**src/fp_cfg.svh**
```systemverilog
`ifndef FP_CFG_SVH
`define FP_CFG_SVH

////////////////////////////////////////
// Register map, byte offsets on APB
////////////////////////////////////////
`define FP_ADDR_OPA    8'h00
`define FP_ADDR_OPB    8'h04
`define FP_ADDR_CMD    8'h08
`define FP_ADDR_RESULT 8'h0C
`define FP_ADDR_STATUS 8'h10

// Result entries, also the cap on outstanding operations
`define FP_FIFO_DEPTH  8

// Every NaN result collapses to this quiet NaN
`define FP_QNAN        32'h7FC00000

`endif

```
**src/fp_pkg.sv**
```systemverilog
package fp_pkg;

   ////////////////////////////////////////
   // APB
   ////////////////////////////////////////
   typedef struct packed {
      logic [7:0]  paddr;
      logic        psel;
      logic        penable;
      logic        pwrite;
      logic [31:0] pwdata;
   } apb_req_t;

   typedef struct packed {
      logic [31:0] prdata;
      logic        pready;
      logic        pslverr;
   } apb_rsp_t;

   ////////////////////////////////////////
   // Float words and pipeline stages
   ////////////////////////////////////////
   typedef struct packed {
      logic        sign;
      logic [7:0]  exponent;
      logic [22:0] mantissa;
   } fp_fields_t;

   typedef union packed {
      logic [31:0] raw;
      fp_fields_t  f;
   } fp_word_u;

   typedef struct packed {
      logic     valid;
      fp_word_u a;
      fp_word_u b;
      logic     sub;
   } fp_op_t;

   typedef struct packed {
      logic        valid;
      logic        sign;        // Sign of the larger operand
      logic        eff_sub;
      logic [7:0]  exp;
      logic [26:0] mant_l;      // Hidden bit at 26, guard bits at 2:0
      logic [26:0] mant_s;      // Sticky folded into bit 0
      logic        special;
      logic [31:0] special_val;
      logic        both_neg;
   } fp_aligned_t;

   typedef struct packed {
      logic        valid;
      logic        sign;
      logic [7:0]  exp;
      logic [27:0] mag;         // Bit 27 is the carry out
      logic        special;
      logic [31:0] special_val;
      logic        both_neg;
   } fp_sum_t;

   typedef struct packed {
      logic [31:0] value;
      logic        ovf;
   } fp_result_t;

endpackage

```
**src/fp_add.sv**
```systemverilog
`timescale 1ns/1ps

module fp_add (
   input  logic                clk,
   input  logic                reset,
   input  fp_pkg::fp_aligned_t aligned,
   output fp_pkg::fp_sum_t     sum
);

   logic [27:0] mag;

   // Operands arrive ordered, so the difference never goes negative
   always_comb begin
      if (aligned.eff_sub) mag = {1'b0, aligned.mant_l} - {1'b0, aligned.mant_s};
      else mag = {1'b0, aligned.mant_l} + {1'b0, aligned.mant_s};
   end

   always_ff @(posedge clk) begin
      sum.sign        <= aligned.sign;
      sum.exp         <= aligned.exp;
      sum.mag         <= mag;
      sum.special     <= aligned.special;
      sum.special_val <= aligned.special_val;
      sum.both_neg    <= aligned.both_neg;
      if (reset) sum.valid <= 1'b0;
      else sum.valid <= aligned.valid;
   end

endmodule

```
**src/fp_addsub_top.sv**
```systemverilog
`timescale 1ns/1ps

module fp_addsub_top (
   input  logic             clk,
   input  logic             reset,
   input  fp_pkg::apb_req_t apb_req,
   output fp_pkg::apb_rsp_t apb_rsp
);

   fp_pkg::fp_op_t      op;
   fp_pkg::fp_aligned_t aligned;
   fp_pkg::fp_sum_t     sum;
   fp_pkg::fp_result_t  res;
   fp_pkg::fp_result_t  fifo_head;
   logic                res_valid;
   logic                fifo_pop;
   logic [3:0]          fifo_count;

   fp_apb_regs u_regs (
      .clk        (clk),
      .reset      (reset),
      .apb_req    (apb_req),
      .apb_rsp    (apb_rsp),
      .op         (op),
      .fifo_head  (fifo_head),
      .fifo_count (fifo_count),
      .fifo_pop   (fifo_pop)
   );

   ////////////////////////////////////////
   // Three stage add/sub pipeline
   ////////////////////////////////////////
   fp_align u_align (.clk(clk), .reset(reset), .op(op), .aligned(aligned));

   fp_add u_add (.clk(clk), .reset(reset), .aligned(aligned), .sum(sum));

   fp_norm_round u_norm_round (
      .clk       (clk),
      .reset     (reset),
      .sum       (sum),
      .res_valid (res_valid),
      .res       (res)
   );

   fp_result_fifo u_fifo (
      .clk       (clk),
      .reset     (reset),
      .push      (res_valid),
      .push_data (res),
      .pop       (fifo_pop),
      .head      (fifo_head),
      .count     (fifo_count)
   );

endmodule

```
**src/fp_align.sv**
```systemverilog
`timescale 1ns/1ps
`include "fp_cfg.svh"

module fp_align (
   input  logic                clk,
   input  logic                reset,
   input  fp_pkg::fp_op_t      op,
   output fp_pkg::fp_aligned_t aligned
);

   fp_pkg::fp_word_u a_w;
   fp_pkg::fp_word_u b_w;
   logic        sa;
   logic        sb;
   logic [7:0]  ea;
   logic [7:0]  eb;
   logic [23:0] ma;
   logic [23:0] mb;
   logic        a_nan;
   logic        b_nan;
   logic        a_inf;
   logic        b_inf;
   logic        special;
   logic [31:0] special_val;
   logic        swap;
   logic [7:0]  exp_l;
   logic [7:0]  exp_s;
   logic [23:0] man_l;
   logic [23:0] man_s;
   logic [7:0]  diff;
   logic [4:0]  shamt;
   logic [57:0] wide;
   logic [57:0] shifted;
   logic        sticky;
   logic [26:0] man_s_al;

   assign a_w = op.a;
   assign b_w = op.b;

   assign sa = a_w.f.sign;
   assign sb = b_w.f.sign ^ op.sub; // Subtract is add with B negated

   // Subnormals sit at exponent 1 without the hidden bit
   assign ea = (a_w.f.exponent == 8'd0) ? 8'd1 : a_w.f.exponent;
   assign eb = (b_w.f.exponent == 8'd0) ? 8'd1 : b_w.f.exponent;
   assign ma = {a_w.f.exponent != 8'd0, a_w.f.mantissa};
   assign mb = {b_w.f.exponent != 8'd0, b_w.f.mantissa};

   ////////////////////////////////////////
   // Special operands
   ////////////////////////////////////////
   assign a_inf = (a_w.f.exponent == 8'hFF) && (a_w.f.mantissa == 23'd0);
   assign b_inf = (b_w.f.exponent == 8'hFF) && (b_w.f.mantissa == 23'd0);
   assign a_nan = (a_w.f.exponent == 8'hFF) && (a_w.f.mantissa != 23'd0);
   assign b_nan = (b_w.f.exponent == 8'hFF) && (b_w.f.mantissa != 23'd0);
   assign special = (a_w.f.exponent == 8'hFF) || (b_w.f.exponent == 8'hFF);

   always_comb begin
      if (a_nan || b_nan) special_val = `FP_QNAN;
      else if (a_inf && b_inf && (sa != sb)) special_val = `FP_QNAN; // inf - inf
      else if (a_inf) special_val = {sa, 8'hFF, 23'd0};
      else special_val = {sb, 8'hFF, 23'd0};
   end

   ////////////////////////////////////////
   // Order by magnitude and align
   ////////////////////////////////////////
   assign swap  = (eb > ea) || ((eb == ea) && (mb > ma));
   assign exp_l = swap ? eb : ea;
   assign exp_s = swap ? ea : eb;
   assign man_l = swap ? mb : ma;
   assign man_s = swap ? ma : mb;
   assign diff  = exp_l - exp_s;
   assign shamt = (diff > 8'd31) ? 5'd31 : diff[4:0];

   // Bits pushed below the guard bits end up in sticky
   assign wide     = {man_s, 3'b000, 31'd0};
   assign shifted  = wide >> shamt;
   assign sticky   = |shifted[30:0];
   assign man_s_al = {shifted[57:32], shifted[31] | sticky};

   always_ff @(posedge clk) begin
      aligned.sign        <= swap ? sb : sa;
      aligned.eff_sub     <= sa ^ sb;
      aligned.exp         <= exp_l;
      aligned.mant_l      <= {man_l, 3'b000};
      aligned.mant_s      <= man_s_al;
      aligned.special     <= special;
      aligned.special_val <= special_val;
      aligned.both_neg    <= sa & sb;
      if (reset) aligned.valid <= 1'b0;
      else aligned.valid <= op.valid;
   end

endmodule

```
**src/fp_apb_regs.sv**
```systemverilog
`timescale 1ns/1ps
`include "fp_cfg.svh"

module fp_apb_regs (
   input  logic               clk,
   input  logic               reset,
   input  fp_pkg::apb_req_t   apb_req,
   output fp_pkg::apb_rsp_t   apb_rsp,
   output fp_pkg::fp_op_t     op,
   input  fp_pkg::fp_result_t fifo_head,
   input  logic [3:0]         fifo_count,
   output logic               fifo_pop
);

   logic        access;
   logic        wr;
   logic        rd;
   logic [31:0] opa;
   logic [31:0] opb;
   logic [3:0]  credits;
   logic        credit_full;
   logic        fifo_empty;
   logic        issue;
   logic [31:0] status_word;
   logic [31:0] rdata;
   logic        err;

   assign access      = apb_req.psel & apb_req.penable; // Access phase always completes
   assign wr          = access & apb_req.pwrite;
   assign rd          = access & ~apb_req.pwrite;
   assign credit_full = (credits == 4'(`FP_FIFO_DEPTH));
   assign fifo_empty  = (fifo_count == 4'd0);

   // Head ovf only means something when an entry is there
   assign status_word = {23'b0, fifo_head.ovf & ~fifo_empty, 4'b0, fifo_count};

   ////////////////////////////////////////
   // Address decode and read mux
   ////////////////////////////////////////
   always_comb begin
      rdata    = '0;
      err      = 1'b0;
      issue    = 1'b0;
      fifo_pop = 1'b0;
      if (access) begin
         case (apb_req.paddr)
            `FP_ADDR_OPA: if (rd) rdata = opa;
            `FP_ADDR_OPB: if (rd) rdata = opb;
            `FP_ADDR_CMD: begin
               if (wr) begin
                  if (credit_full) err = 1'b1; // Every credit is taken
                  else issue = 1'b1;
               end
            end
            `FP_ADDR_RESULT: begin
               if (rd) begin
                  if (fifo_empty) begin
                     err = 1'b1;
                  end else begin
                     rdata    = fifo_head.value;
                     fifo_pop = 1'b1;
                  end
               end
            end
            `FP_ADDR_STATUS: if (rd) rdata = status_word;
            default: err = 1'b1;
         endcase
      end
   end

   assign apb_rsp.prdata  = rdata;
   assign apb_rsp.pready  = 1'b1;
   assign apb_rsp.pslverr = err;

   // The issued op enters stage 1 at the edge that ends this access
   assign op.valid = issue;
   assign op.a.raw = opa;
   assign op.b.raw = opb;
   assign op.sub   = apb_req.pwdata[0];

   always_ff @(posedge clk) begin
      if (reset) begin
         opa     <= '0;
         opb     <= '0;
         credits <= '0;
      end else begin
         if (wr && apb_req.paddr == `FP_ADDR_OPA) opa <= apb_req.pwdata;
         if (wr && apb_req.paddr == `FP_ADDR_OPB) opb <= apb_req.pwdata;
         // Credits cover ops in flight plus results not yet read
         credits <= credits + {3'b0, issue} - {3'b0, fifo_pop};
      end
   end

endmodule

```
**src/fp_norm_round.sv**
```systemverilog
`timescale 1ns/1ps
`include "fp_cfg.svh"

module fp_norm_round (
   input  logic               clk,
   input  logic               reset,
   input  fp_pkg::fp_sum_t    sum,
   output logic               res_valid,
   output fp_pkg::fp_result_t res
);

   logic [4:0]  lzc;
   logic [7:0]  exp_m1;
   logic [7:0]  shift;
   logic [26:0] norm;
   logic [8:0]  e_norm;
   logic        round_up;
   logic [24:0] rnd;
   logic [8:0]  e_out;
   logic        ovf_hit;
   logic        ovf;
   fp_pkg::fp_word_u word;

   ////////////////////////////////////////
   // Normalize
   ////////////////////////////////////////
   always_comb begin
      lzc = 5'd27;
      for (int i = 0; i < 27; i++) begin
         if (sum.mag[i]) lzc = 5'(26 - i); // Highest set bit wins
      end
   end

   assign exp_m1 = sum.exp - 8'd1;
   assign shift  = ({3'b0, lzc} > exp_m1) ? exp_m1 : {3'b0, lzc}; // Stop at subnormal level

   always_comb begin
      if (sum.mag[27]) begin
         norm   = {sum.mag[27:2], sum.mag[1] | sum.mag[0]};
         e_norm = {1'b0, sum.exp} + 9'd1;
      end else begin
         norm   = sum.mag[26:0] << shift;
         e_norm = {1'b0, sum.exp} - {1'b0, shift};
      end
   end

   ////////////////////////////////////////
   // Round to nearest even
   ////////////////////////////////////////
   assign round_up = norm[2] & (norm[1] | norm[0] | norm[3]);
   assign rnd      = {1'b0, norm[26:3]} + {24'd0, round_up};

   // A subnormal that rounds up into bit 23 already sits at exponent 1
   always_comb begin
      if (rnd[24]) e_out = e_norm + 9'd1;
      else if (rnd[23]) e_out = e_norm;
      else e_out = 9'd0;
   end

   assign ovf_hit = (e_out >= 9'd255);

   ////////////////////////////////////////
   // Pack
   ////////////////////////////////////////
   always_comb begin
      ovf = 1'b0;
      if (sum.special) begin
         word.raw = sum.special_val;
      end else if (sum.mag == 28'd0) begin
         word.f.sign     = sum.both_neg; // Exact zero is -0 only for -a + -b
         word.f.exponent = 8'd0;
         word.f.mantissa = 23'd0;
      end else if (ovf_hit) begin
         word.f.sign     = sum.sign;
         word.f.exponent = 8'hFF;
         word.f.mantissa = 23'd0;
         ovf             = 1'b1;
      end else begin
         word.f.sign     = sum.sign;
         word.f.exponent = e_out[7:0];
         word.f.mantissa = rnd[22:0];
      end
   end

   always_ff @(posedge clk) begin
      res.value <= word.raw;
      res.ovf   <= ovf;
      if (reset) res_valid <= 1'b0;
      else res_valid <= sum.valid;
   end

endmodule

```
**src/fp_result_fifo.sv**
```systemverilog
`timescale 1ns/1ps
`include "fp_cfg.svh"

module fp_result_fifo (
   input  logic               clk,
   input  logic               reset,
   input  logic               push,
   input  fp_pkg::fp_result_t push_data,
   input  logic               pop,
   output fp_pkg::fp_result_t head,
   output logic [3:0]         count
);

   fp_pkg::fp_result_t mem [`FP_FIFO_DEPTH];
   logic [$clog2(`FP_FIFO_DEPTH)-1:0] wr_ptr;
   logic [$clog2(`FP_FIFO_DEPTH)-1:0] rd_ptr;
   logic do_push;
   logic do_pop;

   assign do_push = push && (count != 4'(`FP_FIFO_DEPTH));
   assign do_pop  = pop && (count != 4'd0); // Pop on empty is dropped
   assign head    = mem[rd_ptr];

   always_ff @(posedge clk) begin
      if (do_push) mem[wr_ptr] <= push_data;
   end

   always_ff @(posedge clk) begin
      if (reset) begin
         wr_ptr <= '0;
         rd_ptr <= '0;
         count  <= '0;
      end else begin
         if (do_push) begin
            wr_ptr <= (wr_ptr == ($bits(wr_ptr))'(`FP_FIFO_DEPTH - 1)) ? '0 : wr_ptr + 1'b1;
         end
         if (do_pop) begin
            rd_ptr <= (rd_ptr == ($bits(rd_ptr))'(`FP_FIFO_DEPTH - 1)) ? '0 : rd_ptr + 1'b1;
         end
         count <= count + {3'b0, do_push} - {3'b0, do_pop};
      end
   end

endmodule

```
**config.mk**
```make
export PLATFORM = sky130hd
export DESIGN_NAME = fp_addsub_top
export DESIGN_NICKNAME = d
export VERILOG_FILES = /design/src/fp_pkg.sv /design/src/fp_add.sv /design/src/fp_addsub_top.sv /design/src/fp_align.sv /design/src/fp_apb_regs.sv /design/src/fp_norm_round.sv /design/src/fp_result_fifo.sv
export VERILOG_INCLUDE_DIRS = /design/src
export SDC_FILE = /design/constraint.sdc
export NUM_CORES = 1
export LEC_CHECK = 0
export BUFFER_PORTS_ARGS = -buffer_cell sky130_fd_sc_hd__buf_4
export CORE_MARGIN = 1.5
export CORE_UTILIZATION = 45
export CTS_CLUSTER_SIZE = 20
export DETAILED_ROUTE_END_ITERATION = 8
export GPL_ROUTABILITY_DRIVEN = 1
export PLACE_DENSITY = 0.6
export SLEW_MARGIN = 20
export SYNTH_ARGS = -nofsm -noshare
export SYNTH_HDL_FRONTEND = slang
export SYNTH_SLANG_ARGS = --single-unit
```
**constraint.sdc**
```tcl
create_clock -name clk -period 7.8 [get_ports clk]
set_input_delay 0.39 -clock clk [delete_from_list [all_inputs] [get_ports clk]]
set_output_delay 0.39 -clock clk [all_outputs]
set_load 0.03 [all_outputs]
```
==> impl_summary.md <==
Place
The HPWL after detailed placement is 60500 um. In this run the cell area measured after placement is about 28000 um2. The final RePlAce weighted congestion is about 0.96.

Port buffering added 77 buffers. Before CTS, the worst setup slack after placement is a little under 0.5 ns.

Timing
The share of the clock period used by the worst path is 93.5%. The clock period minus final worst setup slack is 7.29 ns. The final number of hold-violating endpoints was 0. The number of max-slew violations in the final report came to 0.

Based on the critical path, the design can be clocked at up to between 100 and 150 MHz. The actual slew at the worst max-slew pin is a little over 1 ns. Setup repair after global routing could not meet its margin everywhere.

The final clock skew is roughly 0.054 ns. Once routing completed, OpenROAD measured the worst setup slack at between 0.5 and 0.6 ns. Measured against its own limit, the worst slew margin works out to between 20% and 30%. Setup violations remaining at the end of the flow were counted as 0.

Logic synthesis
In this run, synthesis inferred between 200 and 300 flip-flops with an integrated enable. In this run, distinct cell masters in the synthesized netlist total 100. Synthesis produced a netlist with a net count of 2762. The dominant cell type by area after synthesis is edfxtp_1. After synthesis, flip-flops and latches occupy a little under half of the total area. The number of instances in the synthesized netlist is ~2600. In this run the mean area of a mapped cell was between 10 and 15 um2. After synthesis the netlist holds a flip-flop and latch count of 487. After synthesis the cells add up to around 27000 um2. The share of synthesized flip-flops with an asynchronous set or reset is 0%. In the post-synthesis netlist, the biggest area contributors are edfxtp_1 29%, dfxtp_1 17%, mux4_2 5.9%, ha_1 5.3%, nand2_1 4.1%. The share of the synthesized area in the top cell type is 29.4%. The prevailing post-synth register cell is edfxtp_1. The Yosys step of the flow raised 0 warnings.

Setup path
The slowest library cell on the worst path is a222oi_1. The setup check on the worst reg-to-reg path leaves a slack of ~0.5 ns. The type of element capturing the critical path is a register.

Together, buffers and inverters on the worst path number 5. The kind of critical path is register to register. STA classifies the critical path startpoint as a register.

The worst stage delay on the critical path is 0.68 ns. The category of cells accounting for the largest share of critical-path delay is compound AO/OA/AOI/OAI gates. The critical-path maximum fanout is 41. Data arrives at the worst endpoint at 7.79 ns.

STA puts the critical path data required time at between 8 and 9 ns.

Clock tree
The register clock-pin slew on the reported worst setup and hold paths is 0.06 ns. The number of H-tree branching levels is 2. TritonCTS created 52 clock buffers. The number of sinks handled by clock tree synthesis is between 400 and 500. After clock tree synthesis, the setup repair step added 0 buffers. The longest clock path from root to sink contains 3 buffers. The clock root buffer is clkbuf_16. TritonCTS built the clock tree. The later pin in the worst-skew pair is clocked with a latency of 0.63 ns.

Cells and area
Leaving out fill and tap cells, the most frequent cell in the layout is nand2_1. The post-route netlist has about 17% of its cells at a drive strength greater than 1. The total non-filler cell area in the finished layout is ~30000 um2. The storage element area is about 12000 um2.

The count of fill cells added during filler insertion is between 5000 and 6000. The net count of the finished layout is 2780. Cells fill 50.7% of the core in the end.

The area growth from synthesis to layout is 11.3%. In the layout the commonest cells are 297 x nand2_1, 264 x edfxtp_1, 220 x dfxtp_1. The multi-input combinational cells in the finished layout cover a total of about 13000 um2.

Floorplan
In this run the core area contains 89 standard-cell rows. The area of the core is ~60000 um2. Measured along the y axis, the die boundary spans roughly 250 um.

The width of the chip is around 250 um. During I/O placement, the number of pins put on the boundary was 79. The overall die area is 61300 um2. The initial standard-cell utilization of the core is 45.6%.

Run
The number of max-cap violations is 0.

Drt
The number of remaining DRC errors is 0. The DRC violation total after the first TritonRoute iteration is roughly 2400. The wire length reported by the detailed router is roughly 85000 um.

In the final routed layout, each cell accounts on average for 24.8 um. The first detailed-routing pass ran for 6 iterations. Summing over every cut layer, the via total after detailed routing is 21400.

In the routed layout, each cell is associated on average with a via count of between 6 and 7. The remaining antenna violation count after routing is 0.

Power and ir drop
Power spread over the standard cell area amounts to between 200 and 300 nW/um2. The worst-case IR drop observed on VDD is around 0.25 mV. In this run the static leakage power is roughly 0.011 uW.

Global routing
The overall overflow remaining after global route is 0. The via count of the first global-routing pass came to roughly 20000. For this run, the total global-route usage over all layers was measured as around 28%. The number of antenna violations at the first check in global routing came to 4. The pin count of the biggest net entering global routing is between 80 and 90.

The first-pass GRT wire length is roughly 130000 um.

Min path
The path category of the worst min-delay check is input pin to register.

Run status
The flow ran to the end, and the final reports show no timing, DRC or antenna violations.
Yosys cell counts, types with 21 or more instances:
cell type / instances
dfxtp_1: 223
nor2_1: 183
mux4_2: 70
mux2i_1: 49
nor2b_1: 23
ha_1: 115
xnor2_1: 43
nand2_1: 297
nand3_1: 55
nor3_1: 65
a2111oi_0: 28
nor4_2: 21
o211ai_1: 24
o21ai_0: 92
a32oi_1: 29
clkbuf_1: 111
xor2_1: 25
a21oi_1: 176
inv_1: 140
a222oi_1: 32
nor4_1: 28
a211oi_1: 36
mux2_2: 67
buf_2: 21
nand4_1: 23
edfxtp_1: 264
registers in the layout, summed over array words and instances, names as in the netlist, named ones only:
name                    cells
u_fifo.count                4
u_fifo.wr_ptr               3
u_norm_round.res_valid      1
u_add.sum                  42
u_regs.opb                 32
u_regs.opa                 32
u_norm_round.res           33
u_fifo.rd_ptr               3
u_regs.credits              4
u_fifo.mem                264
u_align.aligned            66
worst paths after layout:
path / startpoint / endpoint / depth (start not counted)
hold reg to reg: u_align.aligned[94] / u_add.sum[68] / 0
hold / removal: apb_req[28] / u_regs.opa[28] / 3
setup reg to reg: u_add.sum[37] / u_norm_round.res[2] / 27
setup / recovery: u_add.sum[37] / u_norm_round.res[2] / 27
logic make-up (layout without fill, tap and decap cells):
logic type / count (synthesis) / after routing / synth area share, %
DFF: 487 / 487 / 46.0
xor gates and xnor gates: 68 / 68 / 2.21
buffers and inverters: 308 / 367 / 4.75
other: 1 / 2 / 0.0139
and+or+nand+nor: 791 / 791 / 14.2
AOI/OAI and AO/OA: 636 / 636 / 16.7
muxes: 188 / 188 / 10.6
adders and majority gates: 119 / 119 / 5.64
report_power, final:
part	switching, uW	internal [uW]	leakage (uW)	total [uW]
Sequential	220	2940	0.00423	3160
Clock	1040	1410	0.000842	2460
Combinational	1470	794	0.00546	2270
cell type report:
class                   count  share of cell area (%)
diodes                      1                 0.00835
multi-input cells        1803                    44.6
clock buffers              70                    4.83
repair buffers            129                    3.25
well taps                 773                    3.23
flip-flops and latches    487                    41.4
inverters                 143                    1.80
clock inverters            25                   0.927
per-layer routing:
metal	global-route usage, %	part of all wire (%)	up-vias
met1	39.0	43	10600
met3	4.03	7.6	125
li1	-	-	9786
met5	0	0.015	-
met4	7.63	2.5	2
met2	44.1	46	876
stage by stage:
stage	total power (uW)	hold WS, ns	instances	setup TNS (ns)
finish	7880	0.0276	3431	0
global route	8200	0.00756	3430	-0.00206
CTS	7880	0.00221	3430	0
detailed placement	5400	0.314	3333	0
global placement	5430	0.312	3333	0
floorplan	4740	0.310	2598	0
repair_timing:
item | CTS | global route
resized for setup | 0 | 2
hold buffers | 2 | 0
hold endpoints to repair | 2 | 0
endpoints found under the setup margin | 0 | 27
worst min-delay path, stage by stage:
cell,delay (ns)
buf_4,0.11
nand2_1,0.05
a21oi_1,0.06
Note: power is estimated with default switching activity, not from simulation.
